==> config.mk <==
export PLATFORM = sky130hd
export DESIGN_NAME = policer_subsystem
export DESIGN_NICKNAME = d
export VERILOG_FILES = /design/src/common/policer_pkg.sv /design/src/design/policer_subsystem.sv /design/src/design/drop_stats.sv /design/src/design/drop_filter.sv /design/src/policer/bucket_policer.sv /design/src/design/policer_config_regs.sv
export VERILOG_INCLUDE_DIRS = /design/src /design/src/common
export SDC_FILE = /design/constraint.sdc
export NUM_CORES = 1
export LEC_CHECK = 0
export BUFFER_PORTS_ARGS = -buffer_cell sky130_fd_sc_hd__buf_4
export CORE_ASPECT_RATIO = 0.6
export CORE_UTILIZATION = 43
export CTS_CLUSTER_SIZE = 10
export DETAILED_ROUTE_END_ITERATION = 16
export PLACE_DENSITY = 0.62
export SLEW_MARGIN = 20
export SYNTH_ARGS = -nofsm -noshare
export SYNTH_HDL_FRONTEND = slang
export SYNTH_SLANG_ARGS = --single-unit
==> constraint.sdc <==
create_clock -name packet_in -period 14.6 [get_ports packet_in]
set_clock_uncertainty 0.2 [all_clocks]
set_input_delay 2.92 -clock packet_in [delete_from_list [all_inputs] [get_ports packet_in]]
set_output_delay 2.92 -clock packet_in [all_outputs]
set_load 0.03 [all_outputs]
==> src/common/policer_defines.svh <==
// ~~~~~~~~~~~~~~~~~~~~
// sizes shared by the policer RTL and its testbench.
// port ids are 2 bits wide, so the port count must stay at 4 or below.
// ~~~~~~~~~~~~~~~~~~~~

`ifndef POLICER_DEFINES_SVH
`define POLICER_DEFINES_SVH

// ingress ports, one bucket each.
`define POLICER_NUM_PORTS 4

// one beat per cycle.
`define POLICER_DATA_W 64

// packet byte length as delivered with every beat.
`define POLICER_LEN_W 16

// bucket level and threshold.
// needs headroom over the length width so one packet cannot wrap a bucket.
`define POLICER_BUCKET_W 20

`endif
==> src/common/policer_pkg.sv <==
// ~~~~~~~~~~~~~~~~~~~~
// types of the policer datapath, sized from the defines header.
// ~~~~~~~~~~~~~~~~~~~~

`include "policer_defines.svh"

package policer_pkg;

    // ~~~~~~~~~~~~~~~~~~~~
    // packet fields
    // ~~~~~~~~~~~~~~~~~~~~

    typedef logic [$clog2(`POLICER_NUM_PORTS)-1:0] port_id_t;
    typedef logic [`POLICER_LEN_W-1:0]             byte_len_t;
    typedef logic [`POLICER_DATA_W-1:0]            beat_data_t;

    // ~~~~~~~~~~~~~~~~~~~~
    // bucket state and policy
    // ~~~~~~~~~~~~~~~~~~~~

    typedef logic [`POLICER_BUCKET_W-1:0] bucket_t;
    typedef logic [`POLICER_LEN_W-1:0]    bucket_decrement_t;  // leak per cycle.
    typedef logic [`POLICER_BUCKET_W-1:0] bucket_threshold_t;

    // per-port packet counters, saturating.
    typedef logic [15:0] stat_count_t;

    // register targeted by a config write.
    typedef enum logic [1:0] {
        CFG_ENABLE    = 2'd0,
        CFG_DECREMENT = 2'd1,
        CFG_THRESHOLD = 2'd2
    } cfg_field_e;

endpackage

==> src/design/policer_subsystem.sv <==
// ~~~~~~~~~~~~~~~~~~~~
// ingress policing stage. passed beats leave 2 cycles after entry.
// no back-pressure, so every beat is accepted.
// ~~~~~~~~~~~~~~~~~~~~

`timescale 1ns/1ps
`include "policer_defines.svh"

module policer_subsystem (
    input  logic                     packet_in,
    input  logic                     rst_n,

    input  logic                     in_valid,
    input  policer_pkg::beat_data_t  in_data,
    input  logic                     in_last,
    input  policer_pkg::port_id_t    in_port,
    input  policer_pkg::byte_len_t   in_len,

    output logic                     out_valid,
    output policer_pkg::beat_data_t  out_data,
    output logic                     out_last,
    output policer_pkg::port_id_t    out_port,
    output policer_pkg::byte_len_t   out_len,

    input  logic                     cfg_wr,
    input  policer_pkg::port_id_t    cfg_port,
    input  policer_pkg::cfg_field_e  cfg_field,
    input  logic [`POLICER_BUCKET_W-1:0] cfg_wdata,

    input  policer_pkg::port_id_t    stat_sel,
    output policer_pkg::stat_count_t stat_pass,
    output policer_pkg::stat_count_t stat_drop
);

    import policer_pkg::*;

    // ~~~~~~~~~~~~~~~~~~~~
    // internal nets
    // ~~~~~~~~~~~~~~~~~~~~

    logic [`POLICER_NUM_PORTS-1:0] port_enable;
    bucket_decrement_t             port_decrement [`POLICER_NUM_PORTS];
    bucket_threshold_t             port_threshold [`POLICER_NUM_PORTS];

    logic       pol_valid;
    beat_data_t pol_data;
    logic       pol_last;
    port_id_t   pol_port;
    byte_len_t  pol_len;
    logic       pol_drop;

    logic       fate_valid;
    logic       fate_drop;
    port_id_t   fate_port;

    // ~~~~~~~~~~~~~~~~~~~~
    // blocks
    // ~~~~~~~~~~~~~~~~~~~~

    policer_config_regs config_regs_i (.*);

    bucket_policer bucket_policer_i (.*);

    drop_filter drop_filter_i (.*);

    drop_stats drop_stats_i (.*);

endmodule

==> src/design/drop_stats.sv <==
// ~~~~~~~~~~~~~~~~~~~~
// pass and drop packet counts per port. counters stick at all ones.
// ~~~~~~~~~~~~~~~~~~~~

`timescale 1ns/1ps
`include "policer_defines.svh"

module drop_stats (
    input  logic                     packet_in,
    input  logic                     rst_n,

    input  logic                     fate_valid,
    input  logic                     fate_drop,
    input  policer_pkg::port_id_t    fate_port,

    input  policer_pkg::port_id_t    stat_sel,
    output policer_pkg::stat_count_t stat_pass,
    output policer_pkg::stat_count_t stat_drop
);

    import policer_pkg::*;

    localparam int NUM_PORTS = `POLICER_NUM_PORTS;

    stat_count_t pass_cnt [NUM_PORTS];
    stat_count_t drop_cnt [NUM_PORTS];

    // ~~~~~~~~~~~~~~~~~~~~
    // counters
    // ~~~~~~~~~~~~~~~~~~~~

    always_ff @(posedge packet_in or negedge rst_n) begin
        if (!rst_n) begin
            pass_cnt <= '{default: '0};
            drop_cnt <= '{default: '0};
        end else if (fate_valid) begin
            if (fate_drop) begin
                if (drop_cnt[fate_port] != '1) begin
                    drop_cnt[fate_port] <= drop_cnt[fate_port] + 1'b1;
                end
            end else begin
                if (pass_cnt[fate_port] != '1) begin
                    pass_cnt[fate_port] <= pass_cnt[fate_port] + 1'b1;
                end
            end
        end
    end

    // ~~~~~~~~~~~~~~~~~~~~
    // read port
    // ~~~~~~~~~~~~~~~~~~~~

    assign stat_pass = pass_cnt[stat_sel];  // combinational read.
    assign stat_drop = drop_cnt[stat_sel];

endmodule

==> src/design/drop_filter.sv <==
// ~~~~~~~~~~~~~~~~~~~~
// removes every beat of a packet whose first beat carries pol_drop.
// ~~~~~~~~~~~~~~~~~~~~

`timescale 1ns/1ps
`include "policer_defines.svh"

module drop_filter (
    input  logic                    packet_in,
    input  logic                    rst_n,

    input  logic                    pol_valid,
    input  policer_pkg::beat_data_t pol_data,
    input  logic                    pol_last,
    input  policer_pkg::port_id_t   pol_port,
    input  policer_pkg::byte_len_t  pol_len,
    input  logic                    pol_drop,

    output logic                    out_valid,
    output policer_pkg::beat_data_t out_data,
    output logic                    out_last,
    output policer_pkg::port_id_t   out_port,
    output policer_pkg::byte_len_t  out_len,

    output logic                    fate_valid,
    output logic                    fate_drop,
    output policer_pkg::port_id_t   fate_port
);

    import policer_pkg::*;

    logic sop;
    logic first_beat;
    logic drop_hold;   // verdict of the packet in flight.
    logic pkt_drop;

    assign first_beat = pol_valid && sop;
    assign pkt_drop   = first_beat ? pol_drop : drop_hold;

    // ~~~~~~~~~~~~~~~~~~~~
    // packet tracking
    // ~~~~~~~~~~~~~~~~~~~~

    always_ff @(posedge packet_in or negedge rst_n) begin
        if (!rst_n) begin
            sop        <= 1'b1;
            drop_hold  <= 1'b0;
            out_valid  <= 1'b0;
            fate_valid <= 1'b0;
        end else begin
            out_valid  <= pol_valid && !pkt_drop;
            fate_valid <= first_beat;  // one strobe per packet.
            if (first_beat) begin
                drop_hold <= pol_drop;
            end
            if (pol_valid) begin
                sop <= pol_last;
            end
        end
    end

    // fate fields only mean something alongside fate_valid.
    always_ff @(posedge packet_in) begin
        if (first_beat) begin
            fate_drop <= pol_drop;
            fate_port <= pol_port;
        end
        if (pol_valid) begin
            out_data <= pol_data;
            out_last <= pol_last;
            out_port <= pol_port;
            out_len  <= pol_len;
        end
    end

endmodule

==> src/policer/bucket_policer.sv <==
// ~~~~~~~~~~~~~~~~~~~~
// one leaky bucket per port. in_port and in_len must hold for a whole packet.
// pol_drop is only valid on the first beat of a packet.
// ~~~~~~~~~~~~~~~~~~~~

`timescale 1ns/1ps
`include "policer_defines.svh"

module bucket_policer (
    input  logic                           packet_in,
    input  logic                           rst_n,

    input  logic [`POLICER_NUM_PORTS-1:0]  port_enable,
    input  policer_pkg::bucket_decrement_t port_decrement [`POLICER_NUM_PORTS],
    input  policer_pkg::bucket_threshold_t port_threshold [`POLICER_NUM_PORTS],

    input  logic                           in_valid,
    input  policer_pkg::beat_data_t        in_data,
    input  logic                           in_last,
    input  policer_pkg::port_id_t          in_port,
    input  policer_pkg::byte_len_t         in_len,

    output logic                           pol_valid,
    output policer_pkg::beat_data_t        pol_data,
    output logic                           pol_last,
    output policer_pkg::port_id_t          pol_port,
    output policer_pkg::byte_len_t         pol_len,
    output logic                           pol_drop
);

    import policer_pkg::*;

    localparam int NUM_PORTS = `POLICER_NUM_PORTS;
    localparam int SUM_W     = `POLICER_BUCKET_W + 1;  // room for bucket plus length.

    bucket_t          bucket     [NUM_PORTS];
    bucket_t          bucket_nxt [NUM_PORTS];
    logic [SUM_W-1:0] charged    [NUM_PORTS];
    logic             sop;
    logic             first_beat;
    logic             drop_nxt;

    // level minus leak, floored at zero.
    function automatic bucket_t leak(input logic [SUM_W-1:0] level,
                                     input bucket_decrement_t dec);
        if (level > SUM_W'(dec)) begin
            return bucket_t'(level - SUM_W'(dec));
        end
        return '0;
    endfunction

    assign first_beat = in_valid && sop;

    // ~~~~~~~~~~~~~~~~~~~~
    // bucket update
    // ~~~~~~~~~~~~~~~~~~~~

    always_comb begin
        drop_nxt = 1'b0;
        for (int p = 0; p < NUM_PORTS; p++) begin
            charged[p]    = SUM_W'(bucket[p]) + SUM_W'(in_len);
            bucket_nxt[p] = leak(SUM_W'(bucket[p]), port_decrement[p]);
            if (!port_enable[p]) begin
                bucket_nxt[p] = '0;  // disabled port never drops.
            end else if (first_beat && in_port == port_id_t'(p)) begin
                if (charged[p] > SUM_W'(port_threshold[p])) begin
                    drop_nxt = 1'b1;  // over rate, bucket just leaks.
                end else begin
                    bucket_nxt[p] = leak(charged[p], port_decrement[p]);
                end
            end
        end
    end

    always_ff @(posedge packet_in or negedge rst_n) begin
        if (!rst_n) begin
            bucket    <= '{default: '0};
            sop       <= 1'b1;
            pol_valid <= 1'b0;
            pol_drop  <= 1'b0;
        end else begin
            bucket    <= bucket_nxt;
            pol_valid <= in_valid;
            pol_drop  <= drop_nxt;
            if (in_valid) begin
                sop <= in_last;  // next beat opens a packet.
            end
        end
    end

    // ~~~~~~~~~~~~~~~~~~~~
    // beat delay
    // ~~~~~~~~~~~~~~~~~~~~

    always_ff @(posedge packet_in) begin
        if (in_valid) begin
            pol_data <= in_data;
            pol_last <= in_last;
            pol_port <= in_port;
            pol_len  <= in_len;
        end
    end

endmodule

==> src/design/policer_config_regs.sv <==
// ~~~~~~~~~~~~~~~~~~~~
// per-port policy registers. a write is visible the cycle after cfg_wr.
// ~~~~~~~~~~~~~~~~~~~~

`timescale 1ns/1ps
`include "policer_defines.svh"

module policer_config_regs (
    input  logic                           packet_in,
    input  logic                           rst_n,

    input  logic                           cfg_wr,
    input  policer_pkg::port_id_t          cfg_port,
    input  policer_pkg::cfg_field_e        cfg_field,
    input  logic [`POLICER_BUCKET_W-1:0]   cfg_wdata,

    output logic [`POLICER_NUM_PORTS-1:0]  port_enable,
    output policer_pkg::bucket_decrement_t port_decrement [`POLICER_NUM_PORTS],
    output policer_pkg::bucket_threshold_t port_threshold [`POLICER_NUM_PORTS]
);

    import policer_pkg::*;

    localparam int NUM_PORTS = `POLICER_NUM_PORTS;

    // ~~~~~~~~~~~~~~~~~~~~
    // write decode
    // ~~~~~~~~~~~~~~~~~~~~

    logic [NUM_PORTS-1:0] port_hit;

    always_comb begin
        port_hit = '0;
        if (cfg_wr) begin
            port_hit[cfg_port] = 1'b1;
        end
    end

    // ~~~~~~~~~~~~~~~~~~~~
    // register storage
    // ~~~~~~~~~~~~~~~~~~~~

    // all ports come up disabled with an empty policy.
    always_ff @(posedge packet_in or negedge rst_n) begin
        if (!rst_n) begin
            port_enable    <= '0;
            port_decrement <= '{default: '0};
            port_threshold <= '{default: '0};
        end else begin
            for (int p = 0; p < NUM_PORTS; p++) begin
                if (port_hit[p]) begin
                    case (cfg_field)
                        CFG_ENABLE: begin
                            port_enable[p] <= cfg_wdata[0];
                        end
                        CFG_DECREMENT: begin
                            // decrement is narrower than the write bus.
                            port_decrement[p] <= bucket_decrement_t'(
                                cfg_wdata[`POLICER_LEN_W-1:0]);
                        end
                        CFG_THRESHOLD: begin
                            port_threshold[p] <= bucket_threshold_t'(cfg_wdata);
                        end
                        default: begin
                            // unused field code, write ignored.
                        end
                    endcase
                end
            end
        end
    end

endmodule

==> metrics list <==
- The flow ran to the end, and the final reports show no timing, DRC or antenna violations.
* Number of hold violations in the final report: 0
* Final HPWL from detailed placement: 68300 um
* Clock edge transition at the registers on the reported setup and hold paths: 0.06 ns
- Layout-stage area growth over the synthesis result: 13.4%
* Core Rows: 78
- The number of antenna diodes in the final layout is 0.
* Synthesis warning total: 0
* Antenna violations before repair: 7
- Die Area: 77800 um^2
- FF+latch count, synth: 532
* Arrival time reported for the critical path endpoint: 8.11 ns
* Pin count of the biggest net entering global routing: 114
* Max Buffers Root-to-Sink: 3
* Placed Instance Area: 35600 um^2
- In this run, distinct cell masters in the synthesized netlist total 93.
* Total DRC errors in the routed layout: 0
- Number of iterations in the first detailed-routing pass: 6
- CTS-repair resized insts: 0
* Slew headroom: 0.290
- Maximum clock rate: 129 MHz
* Syn Std Cell Area: 33000 um^2
- Buffers inserted by post-CTS timing repair: 0
- Measured on the finished design, the core utilization comes to 0.494.
- Post-DR vias/cell: 5.71
* Largest fanout on the critical path: 17
- The first global-routing pass estimated 142000 um of wire.
- Along the worst hold path, the cell count comes to 0.
* Classification of the worst setup path: primary input to register
- CP endpoint kind: register
- Gate Count Post-Synth: 3050
* Transition time at the pin with the least slew margin: 1.06 ns
* Leakage component of the power: 0.0168 uW
- Net Count, Synth: 3449
* Fraction of the yosys area taken by sequential cells: 0.430
* Req. time, crit path: 14.95 ns
- Htree depth: 2
* Maximum resistive drop on vdd: 0.0990 mV
- Met3 Usage GRT: 0.0676
- After detailed routing, the average wire length per cell comes to 21.6 um.
- The number of placed instances, taps included, is 4200.
* Synth cell count leaders: sky130_fd_sc_hd__dfrtp_1, sky130_fd_sc_hd__ha_1, sky130_fd_sc_hd__inv_1, sky130_fd_sc_hd__nand2_1, sky130_fd_sc_hd__o21ai_0
- Counting the buffers created by CTS gives 60.
* Hold-fix buffers at CTS: 0
* DIE WIDTH: 359 um
- The detail route stage leaves a number of antenna-violating nets equal to 0.
* Most frequently used flop master after synthesis: sky130_fd_sc_hd__dfrtp_1
- By instance count, the leading cell after synthesis is sky130_fd_sc_hd__dfrtp_1.
- In the final timing run, aggregate negative setup slack is 0 ns.
- Period minus WS final: 7.76 ns
- Grt ovf: 0
* Total number of clock tree sinks: 532
- Share of synthesized registers carrying an async set or reset: 0.682
- The path class of the tightest hold or removal check is register to register.
- Layout Cells excl Fill: 4294
- Number of buffer cells added on primary ports: 228
* Via count: 24.5k
- Setup repair after global routing left no endpoint under its margin.
- Dividing the final minimum period by the clock period gives 0.531.
- Met1 track demand over resource: 0.394
- STA classifies the critical path startpoint as a primary input.
- Routability-driven placement finished with a final weighted congestion of 0.959.
* Share of the synthesized area in the top cell type: 0.274
* First-iteration detailed-routing DRC count: 2670
- At the later pin of the worst-skew pair, clock insertion delay measures 0.68 ns.
- The number of global-route vias before repair is 22.9k.
* Most area-consuming cells after synthesis: sky130_fd_sc_hd__dfrtp_1, sky130_fd_sc_hd__edfxtp_1, sky130_fd_sc_hd__ha_1
- In the final layout, the share of cells above drive strength 1 is 0.180.
* Met2 demand-to-capacity share in global routing: 0.293
- Worst R2R Path Depth: 16
- The final number of max-transition violations was 0.
- Each instance of the synthesized netlist takes up on average 10.8 um^2.
- Total power for the finished layout comes to 6160 uW.
* Effective utilization at floorplan: 0.435
* Net count reported at finish: 3661
- Max Cap Violations: 0
* Post-route standard cell area excluding fillers: 37400 um^2
- TritonCTS built the clock tree.
* Chip height: 216 um
- The root buffer cell chosen for the clock tree is sky130_fd_sc_hd__clkbuf_16.
* Total GRT Usage: 0.238
- Summed over all instances, the cell type with the most area after synthesis is sky130_fd_sc_hd__dfrtp_1.
- Setup violations remaining at the end of the flow were counted as 0.
- Num ports: 229
- Number of flops mapped to enable cells by yosys: 169
* Power density over cell area: 165 nW/um^2
* Core ar.: 75700 um^2
- After global routing, the most crowded layer is met1.
- Post-detailed-routing wire length: 92700 um
## through the flow
stage | worst slack [ns] | hold slack, ns
after floorplan | 7.12 | 0.200
after global placement | 6.33 | 0.200
after detailed placement | 6.24 | 0.205
after CTS | 6.95 | 0.188
after global routing | 6.38 | 0.201
final | 6.84 | 0.179
## layout by cell type, fill, tap and decap left out, types with 17 or more instances in the layout
| cell type | n |
|---|---|
| sky130_fd_sc_hd__dfrtp_1 | 360 |
| sky130_fd_sc_hd__ha_1 | 274 |
| sky130_fd_sc_hd__buf_4 | 246 |
| sky130_fd_sc_hd__inv_1 | 222 |
| sky130_fd_sc_hd__nand2_1 | 222 |
| sky130_fd_sc_hd__o21ai_0 | 212 |
| sky130_fd_sc_hd__edfxtp_1 | 169 |
| sky130_fd_sc_hd__a21oi_1 | 161 |
| sky130_fd_sc_hd__mux2_2 | 156 |
| sky130_fd_sc_hd__xnor2_1 | 130 |
| sky130_fd_sc_hd__nor2_1 | 127 |
| sky130_fd_sc_hd__a21o_1 | 80 |
| sky130_fd_sc_hd__nor3_1 | 69 |
| sky130_fd_sc_hd__o21a_1 | 65 |
| sky130_fd_sc_hd__xor2_1 | 65 |
| sky130_fd_sc_hd__clkbuf_16 | 60 |
| sky130_fd_sc_hd__mux4_2 | 55 |
| sky130_fd_sc_hd__nand3_1 | 53 |
| sky130_fd_sc_hd__nand2b_1 | 41 |
| sky130_fd_sc_hd__nand4_1 | 38 |
| sky130_fd_sc_hd__a211oi_1 | 30 |
| sky130_fd_sc_hd__o32ai_1 | 29 |
| sky130_fd_sc_hd__nor2b_1 | 28 |
| sky130_fd_sc_hd__o22ai_1 | 28 |
| sky130_fd_sc_hd__o211ai_1 | 24 |
| sky130_fd_sc_hd__and3_1 | 23 |
| sky130_fd_sc_hd__clkbuf_1 | 23 |
| sky130_fd_sc_hd__mux2_4 | 20 |
| sky130_fd_sc_hd__a31oi_1 | 18 |
| sky130_fd_sc_hd__o21bai_1 | 17 |
## metal layers
metal	up-vias	share of wire
met3	97	0.10
met1	11831	0.52
met2	935	0.36
li1	11659	-
met5	-	0.0017
met4	2	0.016
## layout make-up
type                            count  area (um^2)
Clock buffer                       90         1680
Fill cell                        6901        38400
Clock inverter                      4         95.1
Tap cell                         1000         1250
Sequential cell                   532        14200
Inverter                          222          833
Timing Repair Buffer              247         1860
Multi-Input combinational cell   2199        17500
## worst paths after layout
path | startpoint | endpoint | slack (ns)
setup reg to reg | bucket_policer_i.bucket[40]$_DFF_PN0_ | bucket_policer_i.bucket[54]$_DFF_PN0_ | 8.94
hold reg to reg | bucket_policer_i.pol_len[14]$_DFFE_PP_ | drop_filter_i.out_len[14]$_DFFE_PP_ | 0.18
setup / recovery | in_len[0] | bucket_policer_i.bucket[3]$_DFF_PN0_ | 6.84
hold / removal | bucket_policer_i.pol_len[14]$_DFFE_PP_ | drop_filter_i.out_len[14]$_DFFE_PP_ | 0.18
max in group asynchronous | rst_n | config_regs_i.port_threshold[51]$_DFFE_PN0P_ | 9.97
min in group asynchronous | rst_n | drop_stats_i.pass_cnt[55]$_DFFE_PN0P_ | 2.19
## registers in the layout, summed over array words and instances (netlist names), 2 cells and up
signal                        flops
drop_stats_i.pass_cnt            64
config_regs_i.port_decrement     64
config_regs_i.port_enable         4
drop_filter_i.fate_port           2
bucket_policer_i.pol_data        64
drop_stats_i.drop_cnt            64
bucket_policer_i.pol_len         16
drop_filter_i.out_data           64
bucket_policer_i.bucket          80
drop_filter_i.out_len            16
config_regs_i.port_threshold     80
bucket_policer_i.pol_port         2
drop_filter_i.out_port            2
## logic make-up after synthesis
family / count (synthesis) / synth area share
AND/OR/NAND/NOR: 698 / 0.106
buffers and inverters: 319 / 0.0402
adder cells (fa/ha/maj): 286 / 0.111
flip-flops: 532 / 0.430
multiplexers: 242 / 0.107
XOR/XNOR: 195 / 0.0518
AO/OA/AOI/OAI: 778 / 0.154
## where the power goes
part           internal, uW  switching (uW)  total (uW)
Clock                   788             634        1420
Sequential             1770             151        1920
Combinational          1140            1680        2820
## worst max-delay path, stage by stage
cell,delay [ns]
sky130_fd_sc_hd__buf_4,0.18
sky130_fd_sc_hd__ha_1,0.26
sky130_fd_sc_hd__fa_1,0.46
sky130_fd_sc_hd__a211oi_1,0.25
sky130_fd_sc_hd__nor2_1,0.13
sky130_fd_sc_hd__o21ai_0,0.28
sky130_fd_sc_hd__o221ai_1,0.17
sky130_fd_sc_hd__xnor2_1,0.29
sky130_fd_sc_hd__ha_1,0.31
sky130_fd_sc_hd__a21o_1,0.18
sky130_fd_sc_hd__a21o_1,0.18
sky130_fd_sc_hd__a21oi_1,0.37
sky130_fd_sc_hd__a21boi_0,0.15
sky130_fd_sc_hd__a21oi_1,0.18
sky130_fd_sc_hd__o22a_1,0.24
sky130_fd_sc_hd__nand3_1,0.70
sky130_fd_sc_hd__a2111oi_0,0.67
sky130_fd_sc_hd__o21a_1,0.17
(Power assumes the default switching activity.)
